## src/irq_pkg.sv

```systemverilog
// Interrupt controller package

package irq_pkg;

  // One bit per interrupt line, also the APB data width
  typedef logic [31:0] irq_vec_t;

  // Interrupt line number
  typedef logic [4:0]  irq_id_t;

  // Register index, APB address bits 5 to 2
  typedef logic [3:0]  reg_addr_t;

  // APB byte address
  typedef logic [11:0] apb_addr_t;

  // Register map, one word each
  localparam reg_addr_t REG_MASK       = 4'd0; // 0x00
  localparam reg_addr_t REG_MASK_SET   = 4'd1; // 0x04
  localparam reg_addr_t REG_MASK_CLEAR = 4'd2; // 0x08
  localparam reg_addr_t REG_INT        = 4'd3; // 0x0C
  localparam reg_addr_t REG_INT_SET    = 4'd4; // 0x10
  localparam reg_addr_t REG_INT_CLEAR  = 4'd5; // 0x14
  localparam reg_addr_t REG_ACK        = 4'd6; // 0x18
  localparam reg_addr_t REG_ACK_SET    = 4'd7; // 0x1C
  localparam reg_addr_t REG_ACK_CLEAR  = 4'd8; // 0x20
  localparam reg_addr_t REG_FIFO       = 4'd9; // 0x24, last popped event id

  // Defaults for the top level parameters
  localparam int EVT_ID_WIDTH_DEF = 8;
  localparam int FIFO_PIN_DEF     = 26; // Line driven by the event FIFO
  localparam int FIFO_DEPTH_DEF   = 4;

endpackage

```

## src/event_fifo.sv

```systemverilog
// Event id FIFO

`timescale 1ns/10ps

module event_fifo #(
  parameter int DATA_WIDTH = 8,
  parameter int DEPTH      = 4
) (
  input  logic                  clk_i,
  input  logic                  rst_ni,
  input  logic                  push_valid_i,
  input  logic [DATA_WIDTH-1:0] push_data_i,
  output logic                  push_ready_o,
  output logic                  pop_valid_o,
  output logic [DATA_WIDTH-1:0] pop_data_o,
  input  logic                  pop_ready_i
);

  localparam int PTR_W = (DEPTH > 1) ? $clog2(DEPTH) : 1;
  localparam int CNT_W = $clog2(DEPTH + 1);

  logic [DATA_WIDTH-1:0] mem_q [DEPTH];
  logic [PTR_W-1:0]      r_wr_ptr;
  logic [PTR_W-1:0]      r_rd_ptr;
  logic [CNT_W-1:0]      r_count;
  logic                  s_push;
  logic                  s_pop;

  assign push_ready_o = (r_count != CNT_W'(DEPTH)); // Low when full
  assign pop_valid_o  = (r_count != '0);
  assign pop_data_o   = mem_q[r_rd_ptr];

  assign s_push = push_valid_i & push_ready_o;
  assign s_pop  = pop_valid_o & pop_ready_i;

  always_ff @(posedge clk_i, negedge rst_ni)
  begin
    if (!rst_ni)
    begin
      r_wr_ptr <= '0;
      r_rd_ptr <= '0;
      r_count  <= '0;
    end
    else
    begin
      if (s_push)
        r_wr_ptr <= (r_wr_ptr == PTR_W'(DEPTH - 1)) ? '0 : r_wr_ptr + 1'b1; // Wrap
      if (s_pop)
        r_rd_ptr <= (r_rd_ptr == PTR_W'(DEPTH - 1)) ? '0 : r_rd_ptr + 1'b1;
      case ({s_push, s_pop})
        2'b10:   r_count <= r_count + 1'b1;
        2'b01:   r_count <= r_count - 1'b1;
        default: r_count <= r_count; // Idle or push and pop together
      endcase
    end
  end

  // Storage
  always_ff @(posedge clk_i)
  begin
    if (s_push)
      mem_q[r_wr_ptr] <= push_data_i;
  end

endmodule

```

## src/irq_regs.sv

```systemverilog
// Interrupt register block

`timescale 1ns/10ps

module irq_regs #(
  parameter int EVT_ID_WIDTH = 8,
  parameter int FIFO_PIN     = 26
) (
  input  logic                    clk_i,
  input  logic                    rst_ni,
  input  logic                    psel_i,
  input  logic                    penable_i,
  input  logic                    pwrite_i,
  input  irq_pkg::apb_addr_t      paddr_i,
  input  irq_pkg::irq_vec_t       pwdata_i,
  output irq_pkg::irq_vec_t       prdata_o,
  input  irq_pkg::irq_vec_t       events_i,
  input  logic                    fifo_valid_i,
  input  logic [EVT_ID_WIDTH-1:0] fifo_data_i,
  output logic                    fifo_pop_o,
  input  logic                    ack_i,
  input  irq_pkg::irq_id_t        ack_id_i,
  output irq_pkg::irq_vec_t       mask_o,
  output irq_pkg::irq_vec_t       pending_o
);

  import irq_pkg::*;

  irq_vec_t                r_mask;
  irq_vec_t                r_int;
  irq_vec_t                r_ack;
  logic [EVT_ID_WIDTH-1:0] r_fifo_id;

  irq_vec_t                s_mask_next;
  irq_vec_t                s_int_next;
  irq_vec_t                s_ack_next;
  irq_vec_t                s_events;
  irq_vec_t                s_evt_int;
  reg_addr_t               s_reg;
  logic                    s_wr;
  logic                    s_rd;
  logic                    s_ack_fifo;

  assign s_reg = paddr_i[5:2];
  assign s_wr  = psel_i & penable_i & pwrite_i;
  assign s_rd  = psel_i & penable_i & ~pwrite_i;

  assign mask_o    = r_mask;
  assign pending_o = r_int;

  // FIFO level replaces the external pulse on its line
  always_comb
  begin
    s_events           = events_i;
    s_events[FIFO_PIN] = fifo_valid_i;
  end

  assign s_evt_int = r_int | s_events;

  // Pop on core ack of the FIFO line or when software drops its pending bit
  assign s_ack_fifo = ack_i & (ack_id_i == irq_id_t'(FIFO_PIN));
  assign fifo_pop_o = s_ack_fifo |
                      (s_wr & (s_reg == REG_INT_CLEAR) & pwdata_i[FIFO_PIN]) |
                      (s_wr & (s_reg == REG_INT) & ~pwdata_i[FIFO_PIN]);

  always_comb
  begin
    s_mask_next = r_mask;
    if (s_wr)
    begin
      case (s_reg)
        REG_MASK:       s_mask_next = pwdata_i;
        REG_MASK_SET:   s_mask_next = r_mask | pwdata_i;
        REG_MASK_CLEAR: s_mask_next = r_mask & ~pwdata_i;
        default:        s_mask_next = r_mask;
      endcase
    end
  end

  // Ack beats a register write, which beats an event
  always_comb
  begin
    s_int_next = s_evt_int;
    if (s_wr)
    begin
      case (s_reg)
        REG_INT:       s_int_next = pwdata_i; // Events dropped on plain write
        REG_INT_SET:   s_int_next = s_evt_int | pwdata_i;
        REG_INT_CLEAR: s_int_next = s_evt_int & ~pwdata_i;
        default:       s_int_next = s_evt_int;
      endcase
    end
    if (ack_i)
      s_int_next[ack_id_i] = 1'b0;
  end

  always_comb
  begin
    s_ack_next = r_ack;
    if (s_wr)
    begin
      case (s_reg)
        REG_ACK:       s_ack_next = pwdata_i;
        REG_ACK_SET:   s_ack_next = r_ack | pwdata_i;
        REG_ACK_CLEAR: s_ack_next = r_ack & ~pwdata_i;
        default:       s_ack_next = r_ack;
      endcase
    end
    if (ack_i)
      s_ack_next[ack_id_i] = 1'b1;
  end

  always_ff @(posedge clk_i, negedge rst_ni)
  begin
    if (!rst_ni)
    begin
      r_mask    <= '0;
      r_int     <= '0;
      r_ack     <= '0;
      r_fifo_id <= '0;
    end
    else
    begin
      r_mask <= s_mask_next;
      r_int  <= s_int_next;
      r_ack  <= s_ack_next;
      if (fifo_pop_o && fifo_valid_i)
        r_fifo_id <= fifo_data_i; // Head leaves the FIFO at this edge
    end
  end

  // Zero outside a read access
  always_comb
  begin
    prdata_o = '0;
    if (s_rd)
    begin
      case (s_reg)
        REG_MASK: prdata_o = r_mask;
        REG_INT:  prdata_o = r_int;
        REG_ACK:  prdata_o = r_ack;
        REG_FIFO: prdata_o = irq_vec_t'(r_fifo_id);
        default:  prdata_o = '0;
      endcase
    end
  end

endmodule

```

## src/irq_id_encoder.sv

```systemverilog
// Interrupt id priority encoder

`timescale 1ns/10ps

module irq_id_encoder (
  input  irq_pkg::irq_vec_t mask_i,
  input  irq_pkg::irq_vec_t pending_i,
  output logic              irq_req_o,
  output irq_pkg::irq_id_t  irq_id_o
);

  import irq_pkg::*;

  irq_vec_t s_active;

  assign s_active  = pending_i & mask_i;
  assign irq_req_o = |s_active;

  // Last hit wins, so the highest index is reported
  always_comb
  begin
    irq_id_o = '0;
    for (int i = 0; i < $bits(irq_vec_t); i++)
    begin
      if (s_active[i])
        irq_id_o = irq_id_t'(i);
    end
  end

endmodule

```

## src/irq_ctrl_top.sv

```systemverilog
// APB interrupt controller top

`timescale 1ns/10ps

module irq_ctrl_top #(
  parameter int EVT_ID_WIDTH = irq_pkg::EVT_ID_WIDTH_DEF,
  parameter int FIFO_PIN     = irq_pkg::FIFO_PIN_DEF,
  parameter int FIFO_DEPTH   = irq_pkg::FIFO_DEPTH_DEF
) (
  input  logic                    clk_i,
  input  logic                    rst_ni,
  // APB slave, always zero wait
  input  logic                    psel_i,
  input  logic                    penable_i,
  input  logic                    pwrite_i,
  input  irq_pkg::apb_addr_t      paddr_i,
  input  irq_pkg::irq_vec_t       pwdata_i,
  output irq_pkg::irq_vec_t       prdata_o,
  // Peripheral event ids
  input  logic                    evt_valid_i,
  input  logic [EVT_ID_WIDTH-1:0] evt_data_i,
  output logic                    evt_ready_o,
  input  irq_pkg::irq_vec_t       events_i,
  // Core side
  output logic                    irq_req_o,
  output irq_pkg::irq_id_t        irq_id_o,
  output irq_pkg::irq_vec_t       irq_o,
  input  logic                    irq_ack_i,
  input  irq_pkg::irq_id_t        irq_ack_id_i
);

  import irq_pkg::*;

  logic                    fifo_valid;
  logic [EVT_ID_WIDTH-1:0] fifo_data;
  logic                    fifo_pop;
  irq_vec_t                mask;

  event_fifo #(
    .DATA_WIDTH (EVT_ID_WIDTH),
    .DEPTH      (FIFO_DEPTH)
  ) i_event_fifo (
    .clk_i        (clk_i),
    .rst_ni       (rst_ni),
    .push_valid_i (evt_valid_i),
    .push_data_i  (evt_data_i),
    .push_ready_o (evt_ready_o),
    .pop_valid_o  (fifo_valid),
    .pop_data_o   (fifo_data),
    .pop_ready_i  (fifo_pop)
  );

  irq_regs #(
    .EVT_ID_WIDTH (EVT_ID_WIDTH),
    .FIFO_PIN     (FIFO_PIN)
  ) i_irq_regs (
    .clk_i        (clk_i),
    .rst_ni       (rst_ni),
    .psel_i       (psel_i),
    .penable_i    (penable_i),
    .pwrite_i     (pwrite_i),
    .paddr_i      (paddr_i),
    .pwdata_i     (pwdata_i),
    .prdata_o     (prdata_o),
    .events_i     (events_i),
    .fifo_valid_i (fifo_valid),
    .fifo_data_i  (fifo_data),
    .fifo_pop_o   (fifo_pop),
    .ack_i        (irq_ack_i),
    .ack_id_i     (irq_ack_id_i),
    .mask_o       (mask),
    .pending_o    (irq_o)      // Pending vector goes straight out
  );

  irq_id_encoder i_irq_id_encoder (
    .mask_i    (mask),
    .pending_i (irq_o),
    .irq_req_o (irq_req_o),
    .irq_id_o  (irq_id_o)
  );

endmodule

```

## config.mk

```make
export PLATFORM = sky130hd
export DESIGN_NAME = irq_ctrl_top
export DESIGN_NICKNAME = d
export VERILOG_FILES = /design/src/irq_pkg.sv /design/src/event_fifo.sv /design/src/irq_regs.sv /design/src/irq_id_encoder.sv /design/src/irq_ctrl_top.sv
export SDC_FILE = /design/constraint.sdc
export NUM_CORES = 1
export LEC_CHECK = 0
export ABC_AREA = 1
export BUFFER_PORTS_ARGS = -buffer_cell sky130_fd_sc_hd__buf_2
export CELL_PAD_IN_SITES_DETAIL_PLACEMENT = 1
export CELL_PAD_IN_SITES_GLOBAL_PLACEMENT = 1
export CORE_MARGIN = 2
export CORE_UTILIZATION = 40
export DETAILED_ROUTE_END_ITERATION = 12
export GPL_TIMING_DRIVEN = 1
export MAX_ROUTING_LAYER = met4
export PLACE_DENSITY_LB_ADDON = 0.1
export REMOVE_ABC_BUFFERS = 1
export SYNTH_ARGS = -nofsm -noshare
export SYNTH_HDL_FRONTEND = slang
export SYNTH_SLANG_ARGS = --single-unit
```

## constraint.sdc

```tcl
create_clock -name clk_i -period 2.3 [get_ports clk_i]
set_input_delay 0.345 -clock clk_i [delete_from_list [all_inputs] [get_ports clk_i]]
set_output_delay 0.345 -clock clk_i [all_outputs]
set_load 0.05 [all_outputs]
```

# Word level (Yosys, flattened, before mapping)
# Memories as Yosys holds them, arrays and structs flattened. A register that Yosys moved wholly into a read port is not among the register bits.
# Cells that the tools add are included.
# word_totals
register_bits,103
mem_bits_rw,32
input_bits,96
out_inout_bits,71
memories,1
# op_classes
add_sub_neg,4
n_lt_le_gt_ge,2
n_eq_ne,15
mux,47
n_bitwise,26
n_reduce_logical,9
# mem_list
memory,depth,width,rd,rd_clocked_by_memory_dff,wr,line_no,source
i_event_fifo.mem_q,4,8,1,1,1,event_fifo.sv:22,logic [DATA_WIDTH-1:0] mem_q [DEPTH];
# op_table
op,count
one-hot mux 32 bit (3 select lines),3
bitwise AND 32 bit,5
2-to-1 mux 32 bit,5
bitwise OR 32 bit,5
one-hot mux 32 bit (4 select lines),1
2-to-1 mux 5 bit,16
inverter 32 bit,2
2-to-1 mux 4 bit,8
OR reduction 32 bit,1
== test 4 x 3 -> 1 bit (second input constant),4
2-to-1 mux 3 bit,4
bitwise AND 1 bit,10
== test 4 x 2 -> 1 bit (second input constant),2
== test 4 bit (second input constant),2
2-to-1 mux 2 bit,4
== test 2 bit (second input constant),3
< comparator 5 x 6 -> 1 bit (second input constant),1
one-hot mux 3 bit (2 select lines),1
nonzero test 3 bit,2
demux 1 bit (select 5 bit),1
== test 5 bit (second input constant),1
greater-or-equal comparator 5 x 1 -> 1 bit (second input constant),1
adder 2 x 1 -> 2 bit (second input constant),2
== test 4 x 1 -> 1 bit (second input constant),1
12 further kinds,18

# Longest topological paths before layout
# depth
depth_word,32
mapped_depth,32
mapped_depth_nobuf,32

# Cells and area by module
# From an unflattened synthesis, not the netlist that was laid out.
# unflattened
hier_cells,1172
hier_area_um2,8480.6
# modules_own_cells
module,instances,cells_per_inst,area_per_inst_um2,seq_area_each_um2
irq_regs,1,909,6223.5,2602.5
event_fifo,1,152,1776.7,1136.1
irq_id_encoder,1,111,480.5,0.0

# Worst setup path after synthesis
# No wires, ideal clock.
# synth_path
path_type,register to output
from,"register i_irq_regs.r_int[1], in the netlist i_irq_regs.pending_o[1]"
to,output irq_id_o[0]
arrival_ns,2.434
path_slack_ns,-0.479
stages_incl_launch_ff,33
cell_sequence,dfrtp_1 -> nand2_1 -> inv_1 -> nand2_1 -> nand2_1 -> nand2_1 -> nand2_1 -> nand2_1 -> nand2_1 -> nand2_1 -> nand2_1 -> nand2_1 -> nand2_1 -> nand2_1 -> nand2_1 -> nand2_1 -> nand2_1 -> nand2_1 -> nand2_1 -> nand2_1 -> nand2_1 -> nand2_1 -> nand2_1 -> nand2_1 -> nand2_1 -> nand2_1 -> nand2_1 -> nand2_1 -> nand2_1 -> nand2_1 -> nand2_1 -> nand2_1 -> nand2_1
# synth_via
elab_chain_len,32
# synth_rtl
item,line_no,source
start: declaration,irq_regs.sv:30,irq_vec_t r_int;
start signal: assignment,irq_regs.sv:125,r_int <= s_int_next;
bitwise AND 32 bit,irq_id_encoder.sv:16,assign s_active = pending_i & mask_i;
2-to-1 mux 1 bit,irq_id_encoder.sv:25,if (s_active[i])
2-to-1 mux 2 bit (2 in series),irq_id_encoder.sv:25,
2-to-1 mux 3 bit (4 in series),irq_id_encoder.sv:25,
2-to-1 mux 4 bit (8 in series),irq_id_encoder.sv:25,
2-to-1 mux 5 bit (16 in series),irq_id_encoder.sv:25,
end: declaration,irq_ctrl_top.sv:26,"output irq_pkg::irq_id_t irq_id_o,"
# No other way between the ends.

# Worst setup path after layout
# layout_path
from,"register i_irq_regs.r_mask[1], in the netlist i_irq_regs.mask_o[1]"
to,output irq_id_o[0]
# layout_via
elab_chain_len,32
# layout_rtl
item,line_no,source
start: declaration,irq_regs.sv:29,irq_vec_t r_mask;
start signal: assignment,irq_regs.sv:124,r_mask <= s_mask_next;
bitwise AND 32 bit,irq_id_encoder.sv:16,
2-to-1 mux 1 bit,irq_id_encoder.sv:25,
2-to-1 mux 2 bit (2 in series),irq_id_encoder.sv:25,
2-to-1 mux 3 bit (4 in series),irq_id_encoder.sv:25,
2-to-1 mux 4 bit (8 in series),irq_id_encoder.sv:25,
2-to-1 mux 5 bit (16 in series),irq_id_encoder.sv:25,
# No other way between the ends.

==> key figures <==
Synth
  • Yosys warns: 0
  • Sequential fraction of the synthesis area: 48.7%
  • Synthesized area per cell: 8.05 um2
  • Mapped Area: 7680 um2
  • Cells after synthesis: 954
  • FF+latch count, synth: 143
  • Synth cell types: 32

Power and ir drop
  • Seq pwr share: 40.7%
  • Clock share of power: 32.1%
  • Pwr per Cell Area: 862 nW/um2
  • Comb power frac: 27.2%
  • VDD IR-drop max: 0.596 mV
  • Leakage power: 4.78 nW
  • P_sw: 0.00312 W
  • Internal: 0.00551 W
  • Switch share: 36.2%

Detailed routing
  • Routed WL per cell: 20.5 um
  • Initial drt markers: 452
  • Post-DRT Antenna Nets: 0
  • DRC Markers: 0
  • Via density: 5.62
  • 1st-pass router iterations: 5
  • WL final: 29,000 um
  • Via count: 7,952

Critical path
  • Critical path class: reg2out
  • CP peak stage delay: 0.39 ns
  • Worst setup SP type: register
  • Critical Path Sink Type: output pin
  • Flop2flop setup slack: 0.20 ns
  • Slowest stage cell, crit path: dfrtp_1
  • CP arrival: 2.67 ns
  • Most used cell, CP: nand2_1
  • Worst-path maximum fanout: 2
  • Req. time, crit path: 1.96 ns

Global route
  • Antenna violations before repair: 1
  • Total GRT Usage: 30.0%
  • First-pass GRT wire length: 44,900 um
  • Vias in the first global route: 8,317
  • Grt ovf: 0
  • Largest net degree at the start of global routing: 112

Clock network
  • CTS Hold Buffers Added: 0
  • Clock sink count: 143
  • TritonCTS buffer count: 17
  • H-tree depth: 4
  • CTS max path bufs: 2
  • Clock latency at the later pin of the worst-skew pair: 0.44 ns
  • CTS tree: done
  • Clk root buf: clkbuf_16
  • Clk slew on worst S/H paths: 0.07 ns

STA
  • Final hold vios: 11
  • Slew margin rel.: 55.1%
  • Final setup fails: 2
  • Worst hold slack: -0.0605 ns
  • Max Slew Vio Count: 0
  • RSZ-0062 raised after global routing: yes
  • Setup WS post-layout: -0.720 ns
  • Crit share post-route: 131%
  • Fmax achieved: 331 MHz
  • Least-Margin Pin Slew: 0.674 ns
  • Worst Clk Skew: 0.0134 ns
  • Minimum clock period: 3.02 ns

Flow run
  • MaxCap Viol Count: 0

Floorplan
  • Die Ht: 143 um
  • IO Pins: 167
  • Initial Utilization: 40.9%
  • Core area: 18,800 um2
  • Row cnt: 50
  • Die area: 20,300 um2
  • Die Wd: 143 um

Place
  • Pre-CTS WS: -0.344 ns
  • IO Port Bufs: 157
  • Placer Congestion: 0.849
  • HPWL Detailed: 19,900 um
  • DP Area: 9230 um2

Status
  • Status: finished with violations
  • Violated checks: hold timing, setup timing

Finish
  • Share of post-route cells with drive strength above 1: 26.2%
  • Final instance area: 10,000 um2
  • Area delta synth->final: 30.4%
  • Net count, final: 1,271

Worst hold path
  • Hold/Removal Path Class: in2async
==> power groups by stage <==
| stage | clock (W) | sequential, W | combinational [W] |
|---|---|---|---|
| 4_1_cts | 0.00280 | 0.00350 | 0.00234 |
| 3_5_place_dp | 0 | 0.00355 | 0.00227 |
| 3_3_place_gp | 0 | 0.00352 | 0.00220 |
| 6_report | 0.00277 | 0.00351 | 0.00235 |
| 5_1_grt | 0.00292 | 0.00358 | 0.00264 |
| 2_1_floorplan | 0 | 0.00358 | 0.00133 |
==> cells in the mapped netlist <==
cell type  count  area share [%]
o21ai_1       41             2.7
clkbuf_1      42             2.1
nor2_1       211              10
edfxtp_1      32              13
nand2_1       94             4.6
a32o_1         4            0.52
fa_1           1            0.26
o21ai_0       21             1.4
xor2_1         1            0.11
o22ai_1       72             5.9
xnor2_1        1            0.11
o21bai_1       1           0.098
nand3b_1       1           0.098
a221o_1       31             4.0
o211ai_1       1           0.098
clkinv_1       1           0.049
nand3_1        7            0.46
nand4_1        1           0.081
o21a_1         1           0.098
ha_1           6            0.98
a31o_2         1            0.11
a21oi_1       67             4.4
inv_1        132             6.5
inv_2         12            0.59
a31oi_1        5            0.41
buf_1          2           0.098
nor3_1        13            0.85
dfrtp_1      111              36
a22oi_1        1           0.098
nand2_4        3            0.44
nand2_2        5            0.41
a221oi_1      32             3.6
==> flip-flops by register name, indices dropped and copies added, names as in the netlist <==
name and count:
i_event_fifo.mem_q 32, i_event_fifo.r_count 3, i_event_fifo.r_rd_ptr 2, i_event_fifo.r_wr_ptr 2, i_irq_regs.mask_o 32, i_irq_regs.pending_o 32, i_irq_regs.r_ack 32, i_irq_regs.r_fifo_id 8
==> routing by layer <==
metal | global-route usage (%) | wire, um | share of wire, %
met3 | 4.48 | 1390 | 4.8
met2 | 51.6 | 14900 | 51
met4 | 10.6 | 722 | 2.5
met1 | 36.0 | 12000 | 41
met5 | - | 0 | 0
==> path summary, 6_finish.rpt <==
kind / depth (start not counted) / start / endpoint
max reg2reg: 10 / i_event_fifo.r_count[1]$_DFFE_PN0P_ / i_event_fifo.r_count[2]$_DFFE_PN0P_
min reg2reg: 1 / i_event_fifo.r_count[0]$_DFFE_PN0P_ / i_event_fifo.r_count[0]$_DFFE_PN0P_
min: 2 / rst_ni / i_irq_regs.pending_o[18]$_DFF_PN0_
max: 33 / i_irq_regs.mask_o[1]$_DFFE_PN0P_ / irq_id_o[0]
max in group asynchronous: 2 / rst_ni / i_irq_regs.mask_o[7]$_DFFE_PN0P_
min in group clk_i: 1 / evt_data_i[3] / i_event_fifo.mem_q[0][3]$_DFFE_PP_
==> critical path, delay by kind of cell, from the launching register on <==
kind / cells / cell delay (ns)
simple gates: 31 / 1.66
flops: 1 / 0.39
buf+inv: 2 / 0.19
==> cell type report <==
| type | count | area (um2) |
|---|---|---|
| multi-input cells | 622 | 3290 |
| fillers | 2319 | 8750 |
| inverters | 145 | 544 |
| well taps | 234 | 293 |
| diodes | 1 | 2.50 |
| repair buffers | 239 | 1560 |
| flip-flops and latches | 143 | 3740 |
| clock inverters | 15 | 161 |
| clock buffers | 17 | 425 |
==> metrics by stage <==
| stage | total power (W) | cells | util [%] | setup TNS [ns] |
|---|---|---|---|---|
| 6_report | 0.00863 | 1416 | 53.4 | -1.15 |
| 5_1_grt | 0.00914 | 1416 | 53.4 | -1.88 |
| 3_3_place_gp | 0.00571 | 1375 | 49.2 | -0.302 |
| 2_1_floorplan | 0.00491 | 910 | - | -48.06 |
| 3_5_place_dp | 0.00582 | 1375 | 49.2 | -0.363 |
| 4_1_cts | 0.00865 | 1409 | 52.6 | -1.04 |
==> cells in the final DEF (no fill, tap or decap), types with 6 or more instances in the layout <==
cell	instances
a21oi_1	66
a221o_1	31
a221oi_1	32
buf_2	133
buf_4	80
clkbuf_16	18
clkbuf_4	16
dfrtp_1	111
edfxtp_1	32
ha_1	6
inv_1	131
inv_2	13
inv_8	7
nand2_1	89
nand2_2	9
nand3_1	7
nor2_1	202
nor2_2	7
nor3_1	12
o21ai_0	21
o21ai_1	41
o22ai_1	72
==> cell families (layout without fill, tap and decap cells) <==
| family | after synthesis | in the layout | share of synthesized area [%] |
|---|---|---|---|
| compound gates | 278 | 278 | 23.4 |
| xor+xnor | 2 | 2 | 0.228 |
| fa+ha+maj | 7 | 7 | 1.24 |
| buf+inv | 189 | 416 | 9.24 |
| flops | 143 | 143 | 48.7 |
| other cells | 0 | 1 | 0 |
| simple gates | 335 | 335 | 17.2 |
==> timing repair <==
action | CTS | global route
resized for setup | 11 | 35
gates cloned | 0 | 1
setup buffers | 2 | 6
endpoints found under the setup margin | 4 | 23
pin swaps | 1 | 17
Power figures use the tool's default switching activity.
